--- config.mk ---
export PLATFORM = sky130hd
export DESIGN_NAME = sd_share_top
export DESIGN_NICKNAME = d
export VERILOG_FILES = /design/src/hdl/sd_share_pkg.sv /design/src/hdl/sd_grant_picker.sv /design/src/hdl/sd_client_port.sv /design/src/hdl/sd_line_switch.sv /design/src/hdl/sd_activity_led.sv /design/src/hdl/sd_share_top.sv
export SDC_FILE = /design/constraint.sdc
export NUM_CORES = 1
export LEC_CHECK = 0
export ABC_AREA = 1
export BUFFER_PORTS_ARGS = -buffer_cell sky130_fd_sc_hd__buf_2
export CAP_MARGIN = 20
export CORE_MARGIN = 8
export CORE_UTILIZATION = 53
export CTS_BUF_LIST = sky130_fd_sc_hd__clkbuf_8
export CTS_CLUSTER_DIAMETER = 40
export DETAILED_ROUTE_END_ITERATION = 8
export GPL_TIMING_DRIVEN = 0
export PLACE_DENSITY = 0.88
export SETUP_SLACK_MARGIN = 0.02
export SYNTH_ARGS = -nofsm -noshare
export SYNTH_HDL_FRONTEND = slang
export SYNTH_SLANG_ARGS = --single-unit
--- constraint.sdc ---
create_clock -name clk_sys -period 3.05 [get_ports clk_sys]
set_input_delay 0.4575 -clock clk_sys [delete_from_list [all_inputs] [get_ports clk_sys]]
set_output_delay 0.4575 -clock clk_sys [all_outputs]
set_load 0.02 [all_outputs]
--- src/hdl/sd_share_pkg.sv ---
// shared sd card fabric definitions for client count, idle spi levels and common types
`default_nettype none

package sd_share_pkg;

   //**************************************************************************
   // client numbering
   //**************************************************************************
   localparam int N_SD_CLIENTS = 4;      // rk11, dw, rx01, my in priority order

   // index wide enough to number any client
   typedef logic [$clog2(N_SD_CLIENTS)-1:0] client_idx_t;

   // one bit per client for requests, grants and set strobes
   typedef logic [N_SD_CLIENTS-1:0] client_vec_t;

   //**************************************************************************
   // card line levels with no client attached
   //**************************************************************************
   localparam logic IDLE_CS   = 1'b1;    // card deselected
   localparam logic IDLE_MOSI = 1'b1;    // spi data idles high
   localparam logic IDLE_SCLK = 1'b0;    // clock parked low

   //**************************************************************************
   // activity indication
   //**************************************************************************
   localparam int ACT_HOLD_DEFAULT = 1_000_000;   // ~20 ms at 50 MHz

   // counter wide enough to reach the hold time and stop there
   typedef logic [$clog2(ACT_HOLD_DEFAULT+1)-1:0] act_count_t;

   //**************************************************************************
   // bundled signals
   //**************************************************************************
   // outgoing card lines of one client
   typedef struct packed {
      logic cs;                          // chip select, active low
      logic mosi;                        // data toward the card
      logic sclk;                        // spi clock
   } spi_lines_t;

   // state one client port reports to the picker
   typedef struct packed {
      logic req;                         // filtered request
      logic gnt;                         // card granted to this client
   } port_state_t;

endpackage

`default_nettype wire

--- src/hdl/sd_grant_picker.sv ---
// grant picker choosing which waiting client receives the free sd card
`timescale 1ns/1ps
`default_nettype none

module sd_grant_picker import sd_share_pkg::*; (
   input  port_state_t port_st_i [N_SD_CLIENTS],   // request and grant of each port
   output client_vec_t gnt_set_o                   // one cycle set strobe, at most one hot
);

   logic        any_gnt;     // some client holds the card
   logic        any_req;     // some filtered request is up
   client_idx_t win_idx;     // lowest index asking

   //**************************************************************************
   // priority scan
   //**************************************************************************
   // walk from the top index down so the lowest requester is left in win_idx
   always_comb begin
      any_gnt = 1'b0;
      any_req = 1'b0;
      win_idx = '0;
      for (int i = N_SD_CLIENTS - 1; i >= 0; i--) begin
         if (port_st_i[i].gnt) begin
            any_gnt = 1'b1;
         end
         if (port_st_i[i].req) begin
            any_req = 1'b1;
            win_idx = client_idx_t'(i);
         end
      end
   end

   //**************************************************************************
   // set strobe
   //**************************************************************************
   // only hand out the card when nobody holds it, never pre-empt
   always_comb begin
      gnt_set_o = '0;
      if (!any_gnt && any_req) begin
         gnt_set_o[win_idx] = 1'b1;
      end
   end

endmodule

`default_nettype wire

--- src/hdl/sd_client_port.sv ---
// client port filtering one sd request and holding that client's grant
`timescale 1ns/1ps
`default_nettype none

module sd_client_port import sd_share_pkg::*; (
   input  logic        clk_sys,
   input  logic        rst_n_i,
   input  logic        req_i,        // raw request level from the controller
   input  logic        gnt_set_i,    // picker says take the card
   output port_state_t port_st_o     // filtered request and grant
);

   logic [1:0] req_ff;   // two stage filter, [1] is the clean copy
   logic       gnt_q;    // card owned

   //**************************************************************************
   // request filter
   //**************************************************************************
   always_ff @(posedge clk_sys or negedge rst_n_i) begin
      if (!rst_n_i) begin
         req_ff <= 2'b00;
      end else begin
         req_ff <= {req_ff[0], req_i};   // shift in raw level
      end
   end

   //**************************************************************************
   // grant register
   //**************************************************************************
   // held until the filtered request drops
   always_ff @(posedge clk_sys or negedge rst_n_i) begin
      if (!rst_n_i) begin
         gnt_q <= 1'b0;
      end else if (!req_ff[1]) begin
         gnt_q <= 1'b0;                  // client let go
      end else if (gnt_set_i) begin
         gnt_q <= 1'b1;                  // card handed over
      end
   end

   assign port_st_o.req = req_ff[1];
   assign port_st_o.gnt = gnt_q;

endmodule

`default_nettype wire

--- src/hdl/sd_line_switch.sv ---
// line switch routing the granted client's spi lines to the physical or virtual card
`timescale 1ns/1ps
`default_nettype none

module sd_line_switch import sd_share_pkg::*; (
   input  logic        clk_sys,
   input  logic        rst_n_i,
   input  client_vec_t gnt_i,                       // one hot or zero
   input  spi_lines_t  lines_i [N_SD_CLIENTS],      // lines of every client
   input  logic        img_mounted_i,               // image mount strobe
   input  logic [63:0] img_size_i,                  // size of mounted image
   input  logic        sd_miso_i,                   // physical card data out
   input  logic        vsd_miso_i,                  // virtual card data out
   output logic        sd_cs_o,
   output logic        sd_sck_o,
   output logic        sd_mosi_o,
   output logic        vsd_ss_o,
   output logic        vsd_sck_o,
   output logic        vsd_mosi_o,
   output logic        sd_miso_o,                   // broadcast to all clients
   output logic        vsd_sel_o,                   // virtual card in use
   output logic        card_mosi_o                  // selected mosi before gating
);

   spi_lines_t sel_lines;   // lines of the granted client
   logic       vsd_sel;     // image mounted, use virtual card

   //**************************************************************************
   // client select
   //**************************************************************************
   always_comb begin
      sel_lines.cs   = IDLE_CS;      // nobody granted
      sel_lines.mosi = IDLE_MOSI;
      sel_lines.sclk = IDLE_SCLK;
      for (int i = 0; i < N_SD_CLIENTS; i++) begin
         if (gnt_i[i]) begin
            sel_lines = lines_i[i];
         end
      end
   end

   // a non-empty image switches the fabric to the virtual card
   always_ff @(posedge clk_sys or negedge rst_n_i) begin
      if (!rst_n_i) begin
         vsd_sel <= 1'b0;
      end else if (img_mounted_i) begin
         vsd_sel <= |img_size_i;
      end
   end

   //**************************************************************************
   // card gating
   //**************************************************************************
   assign sd_cs_o   = sel_lines.cs | vsd_sel;     // physical card parked deselected
   assign sd_sck_o  = sel_lines.sclk & ~vsd_sel;
   assign sd_mosi_o = sel_lines.mosi & ~vsd_sel;

   assign vsd_ss_o   = sel_lines.cs | ~vsd_sel;   // virtual card only when mounted
   assign vsd_sck_o  = sel_lines.sclk;
   assign vsd_mosi_o = sel_lines.mosi;

   assign sd_miso_o   = vsd_sel ? vsd_miso_i : sd_miso_i;
   assign vsd_sel_o   = vsd_sel;
   assign card_mosi_o = sel_lines.mosi;

endmodule

`default_nettype wire

--- src/hdl/sd_activity_led.sv ---
// activity watcher lighting the user or disk led on sd card data traffic
`timescale 1ns/1ps
`default_nettype none

module sd_activity_led import sd_share_pkg::*; #(
   parameter act_count_t ACT_HOLD = act_count_t'(ACT_HOLD_DEFAULT)   // hold cycles
) (
   input  logic       clk_sys,
   input  logic       rst_n_i,
   input  logic       card_mosi_i,    // mosi of the active card
   input  logic       card_miso_i,    // miso of the active card
   input  logic       vsd_sel_i,      // virtual card in use
   output logic       led_user_o,
   output logic [1:0] led_disk_o
);

   logic       old_mosi;   // lines one cycle back
   logic       old_miso;
   logic       line_chg;   // either data line moved
   act_count_t act_cnt;    // cycles since last change, saturates
   logic       act;

   assign line_chg = (old_mosi ^ card_mosi_i) | (old_miso ^ card_miso_i);

   //**************************************************************************
   // change detect and hold counter
   //**************************************************************************
   always_ff @(posedge clk_sys or negedge rst_n_i) begin
      if (!rst_n_i) begin
         old_mosi <= IDLE_MOSI;
         old_miso <= 1'b1;              // miso is pulled up on the card
         act_cnt  <= ACT_HOLD;          // start dark
      end else begin
         old_mosi <= card_mosi_i;
         old_miso <= card_miso_i;
         if (line_chg) begin
            act_cnt <= '0;              // restart hold
         end else if (act_cnt < ACT_HOLD) begin
            act_cnt <= act_cnt + 1'b1;
         end
      end
   end

   assign act = (act_cnt < ACT_HOLD);

   // user led for the image, disk led for the real card
   assign led_user_o = vsd_sel_i & act;
   assign led_disk_o = {1'b1, ~vsd_sel_i & act};   // upper bit hands led to bit 0

endmodule

`default_nettype wire

--- src/hdl/sd_share_top.sv ---
// shared sd card fabric letting four disk controllers take turns on one card
`timescale 1ns/1ps
`default_nettype none

module sd_share_top import sd_share_pkg::*; #(
   parameter act_count_t ACT_HOLD = act_count_t'(ACT_HOLD_DEFAULT)   // led hold cycles
) (
   input  logic        clk_sys,
   input  logic        rst_n_i,
   input  client_vec_t sd_req_i,                      // request levels
   input  spi_lines_t  client_lines_i [N_SD_CLIENTS], // card lines per client
   input  logic        img_mounted_i,
   input  logic [63:0] img_size_i,
   input  logic        sd_miso_i,
   input  logic        vsd_miso_i,
   output client_vec_t sd_gnt_o,                      // grant levels
   output logic        sd_miso_o,
   output logic        sd_cs_o,
   output logic        sd_sck_o,
   output logic        sd_mosi_o,
   output logic        vsd_ss_o,
   output logic        vsd_sck_o,
   output logic        vsd_mosi_o,
   output logic        led_user_o,
   output logic [1:0]  led_disk_o
);

   port_state_t port_st [N_SD_CLIENTS];   // port to picker
   client_vec_t gnt_set;                  // picker to ports
   logic        vsd_sel;
   logic        card_mosi;

   //**************************************************************************
   // arbitration
   //**************************************************************************
   sd_grant_picker grant_picker (
      .port_st_i (port_st),
      .gnt_set_o (gnt_set)
   );

   for (genvar g = 0; g < N_SD_CLIENTS; g++) begin : g_port
      sd_client_port client_port (
         .clk_sys   (clk_sys),
         .rst_n_i   (rst_n_i),
         .req_i     (sd_req_i[g]),
         .gnt_set_i (gnt_set[g]),
         .port_st_o (port_st[g])
      );
      assign sd_gnt_o[g] = port_st[g].gnt;   // grant straight out
   end

   //**************************************************************************
   // card lines and indication
   //**************************************************************************
   sd_line_switch line_switch (
      .clk_sys       (clk_sys),
      .rst_n_i       (rst_n_i),
      .gnt_i         (sd_gnt_o),
      .lines_i       (client_lines_i),
      .img_mounted_i (img_mounted_i),
      .img_size_i    (img_size_i),
      .sd_miso_i     (sd_miso_i),
      .vsd_miso_i    (vsd_miso_i),
      .sd_cs_o       (sd_cs_o),
      .sd_sck_o      (sd_sck_o),
      .sd_mosi_o     (sd_mosi_o),
      .vsd_ss_o      (vsd_ss_o),
      .vsd_sck_o     (vsd_sck_o),
      .vsd_mosi_o    (vsd_mosi_o),
      .sd_miso_o     (sd_miso_o),
      .vsd_sel_o     (vsd_sel),
      .card_mosi_o   (card_mosi)
   );

   sd_activity_led #(
      .ACT_HOLD (ACT_HOLD)
   ) activity_led (
      .clk_sys     (clk_sys),
      .rst_n_i     (rst_n_i),
      .card_mosi_i (card_mosi),
      .card_miso_i (sd_miso_o),   // miso of whichever card is live
      .vsd_sel_i   (vsd_sel),
      .led_user_o  (led_user_o),
      .led_disk_o  (led_disk_o)
   );

endmodule

`default_nettype wire

# Yosys cells after proc, flatten, opt, wreduce, memory -nomap -nowiden

Cells that the tools add are included.

Bits in registers: 35
Bits in latches: 0
RAM bits: 0
ROM bits: 0
Input port bits: 85
Memories kept: 0

Add/subtract/negate cells: 1
Multiply operators: 0
Div/mod/pow operators: 0
$lt $le $gt $ge: 3
Equal/unequal tests: 4
Shift operators: 0
Multiplexer cells: 30
Bitwise logic cells: 10
Reduce and logical (&&, ||, !) cells: 5

Operator list:

| kind                    | number |
|---|---|
| $reduce_or A64 Y1       | 1 |
| $mux W20                | 2 |
| $add A20 B1 Y20 const B | 1 |
| $lt A20 B20 Y1 const B  | 1 |
| $mux W1                 | 18 |
| $mux W3                 | 4 |
| $mux W2                 | 4 |
| $ne A2 B2 Y1 const B    | 4 |
| $and A1 B1 Y1           | 4 |
| $mux W4                 | 1 |
| $lt A2 B3 Y1 const B    | 1 |
| $or A1 B1 Y1            | 3 |
| $demux W1 S2            | 1 |
| $ge A2 B1 Y1 const B    | 1 |
| $logic_and A1 B1 Y1     | 2 |
| $reduce_bool A2 Y1      | 1 |
| $xor A1 B1 Y1           | 2 |
| $logic_not A1 Y1        | 1 |
| $not A1 Y1              | 1 |

# Depth between registers and ports, before layout

Gate-level depths: netlist of run 1.

Depth in word-level cells: 11
Depth in mapped cells: 11
Gate-level depth less buffers: 11

# Modules after synthesis

From an unflattened synthesis of run 1, not the netlist that was laid out.

Cells, all modules: 366
Area total of the unflattened synthesis: 2402.3 µm²

By module, submodules not included:

| module          | times used | cells each | area each (µm²) | sequential area each (µm²) |
|---|---|---|---|---|
| sd_activity_led | 1          | 211        | 1486.4          | 561.8 |
| sd_line_switch  | 1          | 98         | 409.1           | 25.0 |
| sd_client_port  | 4          | 8          | 101.3           | 75.1 |
| sd_grant_picker | 1          | 25         | 101.3           | 0.0 |

# Worst setup path before layout of run 1

Ideal clock, no wire load.

Kind: register to output
Start: register activity_led.act_cnt[11]
End: output led_disk_o[0]
Arrival: 1.272 ns
Setup slack: 1.321 ns
Stages on the path, launching flop included: 9
Path through: dfrtp_1 nor2_1 nand2_1 inv_2 nand2_1 nand2_4 nand2_8 buf_6 nor2_1

Word-level cells in the longest chain between the ends: 2

Ends and longest elaborated chain:

| what                   | RTL line              | text |
|---|---|---|
| start, declared        | sd_activity_led.sv:20 | `act_count_t act_cnt;` |
| start signal, assigned | sd_activity_led.sv:39 | `act_cnt <= act_cnt + 1'b1;` |
| $lt A20 B20 Y1         | sd_activity_led.sv:44 | `assign act = (act_cnt < ACT_HOLD);` |
| $and A1 B1 Y1          | sd_activity_led.sv:48 | `assign led_disk_o = {1'b1, ~vsd_sel_i & act};` |
| end, declared          | sd_share_top.sv:25    | `output logic [1:0] led_disk_o` |

No other way between the ends.

# Worst setup path in the final report of run 1

Start: register activity_led.act_cnt[17]
End: output led_disk_o[0]

The elaborated chain is that of the path after synthesis.

==> metrics.md, run 1 <==
| Metric | Value |
|---|---|
| Status | finished clean |
| Normalized max-slew margin | 0.494 |
| Worst skew pair latency | 0.29 ns |
| Placement Rows | 24 |
| N_diodes | 0 |
| DIE HEIGHT | 82.4 µm |
| Starting Density | 0.544 |
| Die area | 6780 µm² |
| Clk buf depth | 2 |
| Clock power share | 0.315 |
| Largest net degree at the start of global routing | 36 |
| Die X | 82.4 µm |
| Post-synth top area cell | dfrtp_1 |
| Final worst slack | 0.833 ns |
| Clock Skews | 0.00974 ns |
| DRT Pass-1 Iters | 4 |
| HPWL Detailed | 5410 µm |
| Final Cell Area | 2980 µm² |
| Antenna violation net count after detailed routing | 0 |
| Fill count | 351 |
| WP data required | 2.59 ns |
| Cell Area, Placed | 2890 µm² |
| Minimum clock period | 2.22 ns |
| CTS Sinks | 35 |
| CP arrival | 1.76 ns |
| Kind of critical path | flop to primary output |
| DRT iter0 DRCs | 161 |
| Total GRT Usage | 0.208 |
| Final WL | 6470 µm |
| Crit path max fanout | 10 |
| CTS resizes | 0 |
| Postcts setup bufs | 0 |
| Crit start category | flop |
| Vias | 2485 |
| Cell count after synthesis | 335 |
| Flop pwr share | 0.460 |
| Area growth syn-to-layout | 27.5% |
| Setup_tns | 0 ns |
| Clock Tree Root | clkbuf_8 |
| Max Freq | 451 MHz |
| Ys flop type | dfrtp_1 |
| RSZ-0062 raised after global routing | false |
| # nets final | 525 |
| Yosys reg bits | 35 |
| Max Slew Vio Count | 0 |
| LEAKAGE | 1.47 nW |
| Syn avg cell area | 6.97 µm² |
| CTS tree | built |
| Core Region | 4290 µm² |
| Port Buf Inserts | 97 |
| Peak VDD IR | 237 µV |
| Initial antenna violation count | 0 |
| Syn nets | 421 |
| Switching part of the total | 0.317 |
| Total gr overflow | 0 |
| Combinational share of power | 0.224 |
| Top cell type's share of synthesized area | 0.279 |
| Pint | 0.753 mW |
| CTS Hold Bufs | 0 |
| Placement Setup Slack | 1.14 ns |
| Vias/cell | 5.05 |
| Reg clk slew, reported paths | 0.08 ns |
| Sequential fraction of the synthesis area | 0.380 |
| Dominant cells by area after synthesis | dfrtp_1, nand2_1, nor2_1, dfstp_2, inv_1 |
| Tot Pwr | 1.10 mW |
| Hold crit path type | primary input to async pin |
| Wire per inst | 13.2 µm |
| Layout cells sized above 1 | 0.357 |
| Post-synth EDFFs | 0 |
| Async SR Flop Fraction | 1.00 |
| Post-Syn Area | 2330 µm² |
| Number of global-route vias before repair | 2574 |
| Final Hold Fails | 0 |
| Post-synth top cells | nand2_1, nor2_1, dfrtp_1, inv_1, nand3_1 |
| Global-route wire length before repair | 11000 µm |
| Unique cell type count in the Yosys netlist | 38 |
| Final Wtd Congestion | 0.874 |
| Maximum Capacitance Violations | 0 |
| Worst Max-Slew Pin Slew | 0.759 ns |
| Fin crit share | 0.727 |
| Htree depth | 2 |
| P per Cell Area | 370 nW/µm² |
| Io pins | 99 |
| Drt drc | 0 |
| Total CTS buffers | 5 |
| Synth warnings | 0 |
| Endpoint type of the worst setup path | primary output |
| Final number of setup-violating endpoints | 0 |
| P_sw | 0.350 mW |
==> per-layer routing <==
| layer | vias up | wire, µm | track usage |
|---|---|---|---|
| li1 | 1264 | - | - |
| met1 | 1113 | 2550 | 0.230 |
| met2 | 99 | 3380 | 0.366 |
| met3 | 9 | 431 | 0.0584 |
| met4 | 0 | 111 | 0.0860 |
| met5 | - | 0 | 0 |
==> final timing paths <==
kind	from	to	slack (ns)	depth (start not counted)
hold reg to reg	g_port[3].client_port.req_ff[0]	g_port[3].client_port.req_ff[1]	0.35	0
setup reg to reg	activity_led.act_cnt[0]	activity_led.act_cnt[16]	1.34	8
setup / recovery	activity_led.act_cnt[17]	led_disk_o[0]	0.83	7
hold / removal	rst_n_i	line_switch.vsd_sel_o	0.23	1
min in group clk_sys	sd_req_i[3]	g_port[3].client_port.req_ff[0]	0.27	1
max in group asynchronous	rst_n_i	activity_led.act_cnt[0]	2.33	1
==> cells in the final DEF, fill, tap and decap left out, types with 9 or more instances in the layout <==
master	instances
a21oi_1	10
nand2_1	85
dfstp_2	9
buf_2	97
inv_1	25
nand3_1	17
dfrtp_1	26
nor2_1	85
nand4_1	10
==> power groups by stage <==
stage	combinational [mW]	clock [mW]	sequential, mW
2_1_floorplan	0.146	0	0.511
3_3_place_gp	0.244	0	0.514
4_1_cts	0.251	0.354	0.507
3_5_place_dp	0.250	0	0.516
5_1_grt	0.276	0.375	0.511
6_report	0.247	0.348	0.507
==> critical path, stage by stage, from the launching register on <==
cell     delay (ns)
dfstp_2        0.58
nand4_2        0.14
nor2_2         0.20
nand2_4        0.11
nand2_8        0.10
buf_6          0.15
nor2_1         0.04
buf_2          0.16
==> registers in the layout, indices dropped and copies added, names as in the netlist <==
signal,flops
activity_led.old_mosi,1
activity_led.act_cnt,20
g_port.client_port.gnt_q,4
g_port.client_port.req_ff,8
line_switch.vsd_sel_o,1
activity_led.old_miso,1
==> cell type report <==
class	count	area, µm²	share of cell area
flip-flops and latches	35	887	0.298
well taps	52	65.1	0.0218
plain buffers	7	60.1	0.0202
inverters	33	126	0.0424
clock buffers	5	68.8	0.0231
repair buffers	97	485	0.163
clock inverters	3	23.8	0.00798
multi-input cells	260	1260	0.424
==> logic make-up (layout without fill, tap and decap cells) <==
kind of cell,after synthesis,after routing,share of synthesized area
adders and majority gates,1,1,0.00536
buffers and inverters,40,145,0.0799
xor gates and xnor gates,2,2,0.0155
DFF,35,35,0.380
and+or+nand+nor,233,233,0.458
other,1,1,0.00161
AOI/OAI and AO/OA,23,23,0.0600
==> stage by stage <==
stage | hold WS [ns] | std cells | util
finish | 0.229 | 492 | 0.693
floorplan | 0.162 | 335 | -
CTS | 0.257 | 492 | 0.693
global route | 0.251 | 492 | 0.693
detailed placement | 0.335 | 484 | 0.672
global placement | 0.332 | 484 | 0.672
Power figures use the tool's default switching activity.
==> inputs of run 2 (changes only) <==
Settings changed: CORE_UTILIZATION 53 to 50, PLACE_DENSITY 0.88 to 0.84.
Clock period 3.05 ns to 2.3 ns, I/O delays scaled along.
==> metrics.md, run 2 (synthesis results as in run 1) <==
| Metric | Value |
|---|---|
| CTS Sinks | 35 (unchanged) |
| Die X | 84.3 µm (was 82.4 µm) |
| R2r setup slk | 0.60 ns (was 1.34 ns) |
| Crit path largest cell delay | 0.56 ns (was 0.58 ns) |
| Worst skew pair latency | 0.29 ns (about the same) |
| Total gr overflow | 0 (unchanged) |
| Clock Skews | 0.0105 ns (was 0.00974 ns) |
| Vias | 2452 (was 2485) |
| R2R depth | 9 (was 8) |
| Kind of critical path | flop to primary output (unchanged) |
| Regs by FF count | activity_led.act_cnt (20), g_port.client_port.req_ff (8), g_port.client_port.gnt_q (4) (unchanged) |
| Final number of setup-violating endpoints | 0 (unchanged) |
| CTS tree | built (unchanged) |
| DIE HEIGHT | 84.3 µm (was 82.4 µm) |
| Setup_tns | 0 ns (unchanged) |
| Normalized max-slew margin | 0.501 (was 0.494) |
| Global-route wire length before repair | 10600 µm (was 11000 µm) |
| Final Wtd Congestion | 0.881 (was 0.874) |
| Biggest register | activity_led.act_cnt (unchanged) |
| Fill count | 390 (was 351) |
| LEAKAGE | 1.48 nW (was 1.47 nW) |
| Crit path max fanout | 10 (unchanged) |
| Port Buf Inserts | 97 (unchanged) |
| Max FFs per register | 20 (unchanged) |
| Worst Max-Slew Pin Slew | 0.748 ns (was 0.759 ns) |
| CP startpoint | activity_led.act_cnt[9] (was activity_led.act_cnt[17]) |
| Reg clk slew, reported paths | 0.08 ns (about the same) |
| Starting Density | 0.508 (was 0.544) |
| Total CTS buffers | 5 (unchanged) |
| CP arrival | 1.77 ns (was 1.76 ns) |
| Drt drc | 0 (unchanged) |
| Setup crit end | led_disk_o[0] (unchanged) |
| Minimum clock period | 2.12 ns |
| Core Region | 4600 µm² (was 4290 µm²) |
| Most frequent cells in the layout | buf_2, nand2_1, nor2_1, dfrtp_1, inv_1 (unchanged) |
| Layout cells sized above 1 | 0.357 (unchanged) |
| Critical path cell sequence | inv_1 -> nor2_1 -> nand3_1 -> nand2_1 -> nand2_4 -> nand2_8 -> buf_6 -> nor2_1 -> buf_2 (was nand4_2 -> nor2_2 -> nand2_4 -> nand2_8 -> buf_6 -> nor2_1 -> buf_2) |
| Io pins | 99 (unchanged) |
| Clk buf depth | 2 (unchanged) |
| Peak VDD IR | 307 µV (was 237 µV) |
| Placement Rows | 25 (was 24) |
| Final WL | 6280 µm (was 6470 µm) |
| DRT iter0 DRCs | 143 (was 161) |
| Final Hold Fails | 0 (unchanged) |
| Antenna violation net count after detailed routing | 0 (unchanged) |
| Hold crit path type | primary input to async pin (unchanged) |
| Vias/cell | 4.96 (was 5.05) |
| Max Freq | 472 MHz |
| Crit start category | flop (unchanged) |
| Number of global-route vias before repair | 2492 (was 2574) |
| # nets final | 525 (unchanged) |
| Clock Tree Root | clkbuf_8 (unchanged) |
| Fin crit share | 0.920 |
| CTS resizes | 0 (unchanged) |
| P per Cell Area | 496 nW/µm² (was 370 nW/µm²) |
| Maximum Capacitance Violations | 0 (unchanged) |
| CTS Hold Bufs | 0 (unchanged) |
| Area growth syn-to-layout | 27.9% (was 27.5%) |
| Crit-path slowest cell | dfstp_2 (unchanged) |
| DRT Pass-1 Iters | 4 (unchanged) |
| Largest net degree at the start of global routing | 36 (unchanged) |
| WP data required | 1.96 ns (was 2.59 ns) |
| RSZ-0062 raised after global routing | false (unchanged) |
| Max Slew Vio Count | 0 (unchanged) |
| Initial antenna violation count | 0 (unchanged) |
| R2r endpoint | activity_led.act_cnt[14] (was activity_led.act_cnt[16]) |
| Total GRT Usage | 0.179 (was 0.208) |
| Endpoint type of the worst setup path | primary output (unchanged) |
| N_diodes | 0 (unchanged) |
| Commonest non-fill, non-tap cell in the layout | buf_2 (unchanged) |
| HPWL Detailed | 5210 µm (was 5410 µm) |
| Wire per inst | 12.7 µm (was 13.2 µm) |
| Postcts setup bufs | 0 (unchanged) |
| Htree depth | 2 (unchanged) |
| Top cell by count, worst path | nor2_1 |
| Die area | 7110 µm² (was 6780 µm²) |
| Reg-to-reg startpoint | activity_led.act_cnt[0] (unchanged) |
| Hold_ws | 0.114 ns (was 0.229 ns) |
| Status | finished clean (unchanged) |
==> run 2: cell types whose count changed in the layout (fill, tap and decap cells not counted) <==
cell / delta
clkbuf_8: +1
clkinv_4: +1
clkinvlp_4: -1
inv_6: -1
==> run 2: worst min-delay path by stage <==
stage,start,to,slack [ns],depth (start not counted)
after floorplan,rst_n_i,activity_led.act_cnt[0],0.05,0
after global placement,g_port[2].client_port.req_ff[0],g_port[2].client_port.req_ff[1],0.33,0
after detailed placement,g_port[1].client_port.req_ff[0],g_port[1].client_port.req_ff[1],0.34,0
after CTS,rst_n_i,g_port[2].client_port.gnt_q,0.15,1
after global routing,sd_req_i[2],g_port[2].client_port.req_ff[0],0.14,1
final,rst_n_i,line_switch.vsd_sel_o,0.11,1
==> run 2: critical path, delay by kind of cell (launching register included) <==
family | cells | cell delay (ns)
buf+inv | 3 | 0.38
flops | 1 | 0.56
simple gates | 6 | 0.52
==> run 2: routing by layer <==
layer | up-vias | GRT usage | routed length [µm]
met3 | 11 | 0.0571 | 426
met5 | - | 0 | 0
met4 | 0 | 0.0679 | 133
li1 | 1264 | - | -
met2 | 86 | 0.317 | 3190
met1 | 1091 | 0.192 | 2530
==> run 2: final cells by class <==
class | count | area (µm²) | area share
multi-input cells | 260 | 1260 | 0.422
plain buffers | 7 | 60.1 | 0.0201
repair buffers | 97 | 485 | 0.163
clock inverters | 2 | 16.3 | 0.00545
inverters | 33 | 126 | 0.0423
flip-flops and latches | 35 | 887 | 0.297
well taps | 54 | 67.6 | 0.0226
clock buffers | 6 | 82.6 | 0.0276
==> run 2: per-stage QoR <==
step	setup WS (ns)	util	instances	instance area, µm²	power, mW
2_1_floorplan	0.683	-	335	2330	0.871
3_3_place_gp	0.526	0.628	486	2890	1.00
3_5_place_dp	0.506	0.628	486	2890	1.02
4_1_cts	0.174	0.650	494	2990	1.50
5_1_grt	0.0907	0.650	494	2990	1.56
6_report	0.183	0.650	494	2990	1.48
==> run 2: power by group <==
group	internal [mW]	switching (mW)
combinational	0.137	0.189
clock	0.244	0.236
sequential	0.645	0.0289
==> inputs of run 3 (changes only) <==
Settings changed: CORE_UTILIZATION 50 to 35, PLACE_DENSITY 0.84 to 0.63.
==> metrics.md, run 3 (synthesis results as in run 1) <==
| Metric | Value |
|---|---|
| Total GRT Usage | 0.135 (was 0.179) |
| Postcts setup bufs | 0 (unchanged) |
| DRT Pass-1 Iters | 4 (unchanged) |
| Area growth syn-to-layout | 30.0% (was 27.9%) |
| Clk buf depth | 2 (unchanged) |
| Setup_tns | 0 ns (unchanged) |
| Maximum Capacitance Violations | 0 (unchanged) |
| Layout cells sized above 1 | 0.357 (unchanged) |
| Max Freq | 476 MHz (was 472 MHz) |
| Crit start category | flop (unchanged) |
| Clock Tree Root | clkbuf_8 (unchanged) |
| RSZ-0062 raised after global routing | false (unchanged) |
| DRT iter0 DRCs | 82 (was 143) |
| Core Region | 6390 µm² (was 4600 µm²) |
| Drt drc | 0 (unchanged) |
| DIE HEIGHT | 97.7 µm (was 84.3 µm) |
| Minimum clock period | 2.10 ns (was 2.12 ns) |
| Total CTS buffers | 5 (unchanged) |
| CTS Sinks | 35 (unchanged) |
| CTS tree | built (unchanged) |
| Placement Rows | 29 (was 25) |
| Vias | 2411 (was 2452) |
| Hold_ws | 0.161 ns (was 0.114 ns) |
| Fin cells | 517 (was 494) |
| Placed Instances | 509 (was 486) |
| CTS Hold Bufs | 0 (unchanged) |
| Biggest register | activity_led.act_cnt (unchanged) |
| Wire per inst | 12.4 µm (was 12.7 µm) |
| Worst skew pair latency | 0.29 ns (about the same) |
| Number of global-route vias before repair | 2474 (was 2492) |
| Max FFs per register | 20 (unchanged) |
| Endpoint type of the worst setup path | primary output (unchanged) |
| Commonest non-fill, non-tap cell in the layout | buf_2 (unchanged) |
| Final number of setup-violating endpoints | 0 (unchanged) |
| Die X | 97.7 µm (was 84.3 µm) |
| N_diodes | 0 (unchanged) |
| Max Slew Vio Count | 0 (unchanged) |
| Total gr overflow | 0 (unchanged) |
| WP data required | 1.96 ns (about the same) |
| Final Wtd Congestion | 0.847 (was 0.881) |
| Fin crit share | 0.913 (was 0.920) |
| Kind of critical path | flop to primary output (unchanged) |
| Hold crit path type | primary input to async pin (unchanged) |
| Largest net degree at the start of global routing | 36 (unchanged) |
| Peak VDD IR | 294 µV (was 307 µV) |
| Final Cell Area | 3030 µm² (was 2990 µm²) |
| Worst Max-Slew Pin Slew | 0.824 ns (was 0.748 ns) |
| Final Hold Fails | 0 (unchanged) |
| P per Cell Area | 517 nW/µm² (was 496 nW/µm²) |
| R2R depth | 8 (was 9) |
| Cell Area, Placed | 2920 µm² (was 2890 µm²) |
| Io pins | 99 (unchanged) |
| Starting Density | 0.366 (was 0.508) |
| Most frequent cells in the layout | buf_2, nand2_1, nor2_1, dfrtp_1, inv_1 (unchanged) |
| Status | finished clean (unchanged) |
| Antenna violation net count after detailed routing | 0 (unchanged) |
| Clock Skews | 0.00791 ns (was 0.0105 ns) |
| LEAKAGE | 1.49 nW (was 1.48 nW) |
| Htree depth | 2 (unchanged) |
| # nets final | 525 (unchanged) |
| Final WL | 6400 µm (was 6280 µm) |
| Reg clk slew, reported paths | 0.07 ns (was 0.08 ns) |
| Port Buf Inserts | 97 (unchanged) |
| Crit path max fanout | 10 (unchanged) |
| CP arrival | 1.76 ns (was 1.77 ns) |
| Regs by FF count | activity_led.act_cnt (20), g_port.client_port.req_ff (8), g_port.client_port.gnt_q (4) (unchanged) |
| Global-route wire length before repair | 10900 µm (was 10600 µm) |
| Die area | 9540 µm² (was 7110 µm²) |
| Post-layout util | 0.475 (was 0.650) |
| Vias/cell | 4.66 (was 4.96) |
| CTS resizes | 0 (unchanged) |
| Normalized max-slew margin | 0.451 (was 0.501) |
| Initial antenna violation count | 0 (unchanged) |
| HPWL Detailed | 5290 µm (was 5210 µm) |
run 3: changes by cell type in the layout (fill, tap and decap cells not counted), sizes merged:
cell	previous run	this run
clkinvlp	1	0
bufinv	0	1
run 3: final cells by class:
class / instances / area, µm²
Buffer: 7 / 60.1
Multi-Input combinational cell: 260 / 1260
Clock buffer: 6 / 82.6
Sequential cell: 35 / 887
Timing Repair Buffer: 97 / 485
Tap cell: 77 / 96.3
Clock inverter: 2 / 35.0
Inverter: 33 / 126
Fill cell: 662 / 3350
run 3: per-stage QoR:
stage | setup slack, ns | power, mW
floorplan | 0.683 | 0.871
global placement | 0.505 | 1.01
detailed placement | 0.495 | 1.02
CTS | 0.175 | 1.60
global route | 0.104 | 1.65
finish | 0.199 | 1.57
run 3: worst max-delay path: stages, from the launching register on:
cell	delay, ns
dfstp_2	0.58
nand4_2	0.14
nor2_2	0.18
nand2_4	0.11
nand2_8	0.10
buf_6	0.16
nor2_1	0.05
buf_2	0.16
run 3: where the power goes:
part           internal (mW)  total [mW]  switching [mW]
clock                  0.351       0.569           0.218
combinational          0.137       0.328           0.191
sequential             0.646       0.673          0.0273
total                   1.13        1.57           0.436
run 3: path summary, 6_finish.rpt:
path                                                 startpoint                              end  slack [ns]
worst max-delay path                   activity_led.act_cnt[17]                    led_disk_o[0]        0.20
worst max register to register          activity_led.act_cnt[0]         activity_led.act_cnt[16]        0.61
max in group asynchronous                               rst_n_i  g_port[1].client_port.req_ff[0]        1.62
min in group clk_sys                                sd_req_i[2]  g_port[2].client_port.req_ff[0]        0.17
worst min register to register  g_port[0].client_port.req_ff[0]  g_port[0].client_port.req_ff[1]        0.35
worst min-delay path                                    rst_n_i         activity_led.act_cnt[11]        0.16
run 3: routing by layer:
metal / up-vias / wire length [µm] / global-route usage
li1: 1260 / - / -
met1: 1072 / 2790 / 0.150
met2: 69 / 3140 / 0.237
met4: 0 / 109 / 0.0478
met5: - / 0 / 0
met3: 10 / 361 / 0.0398
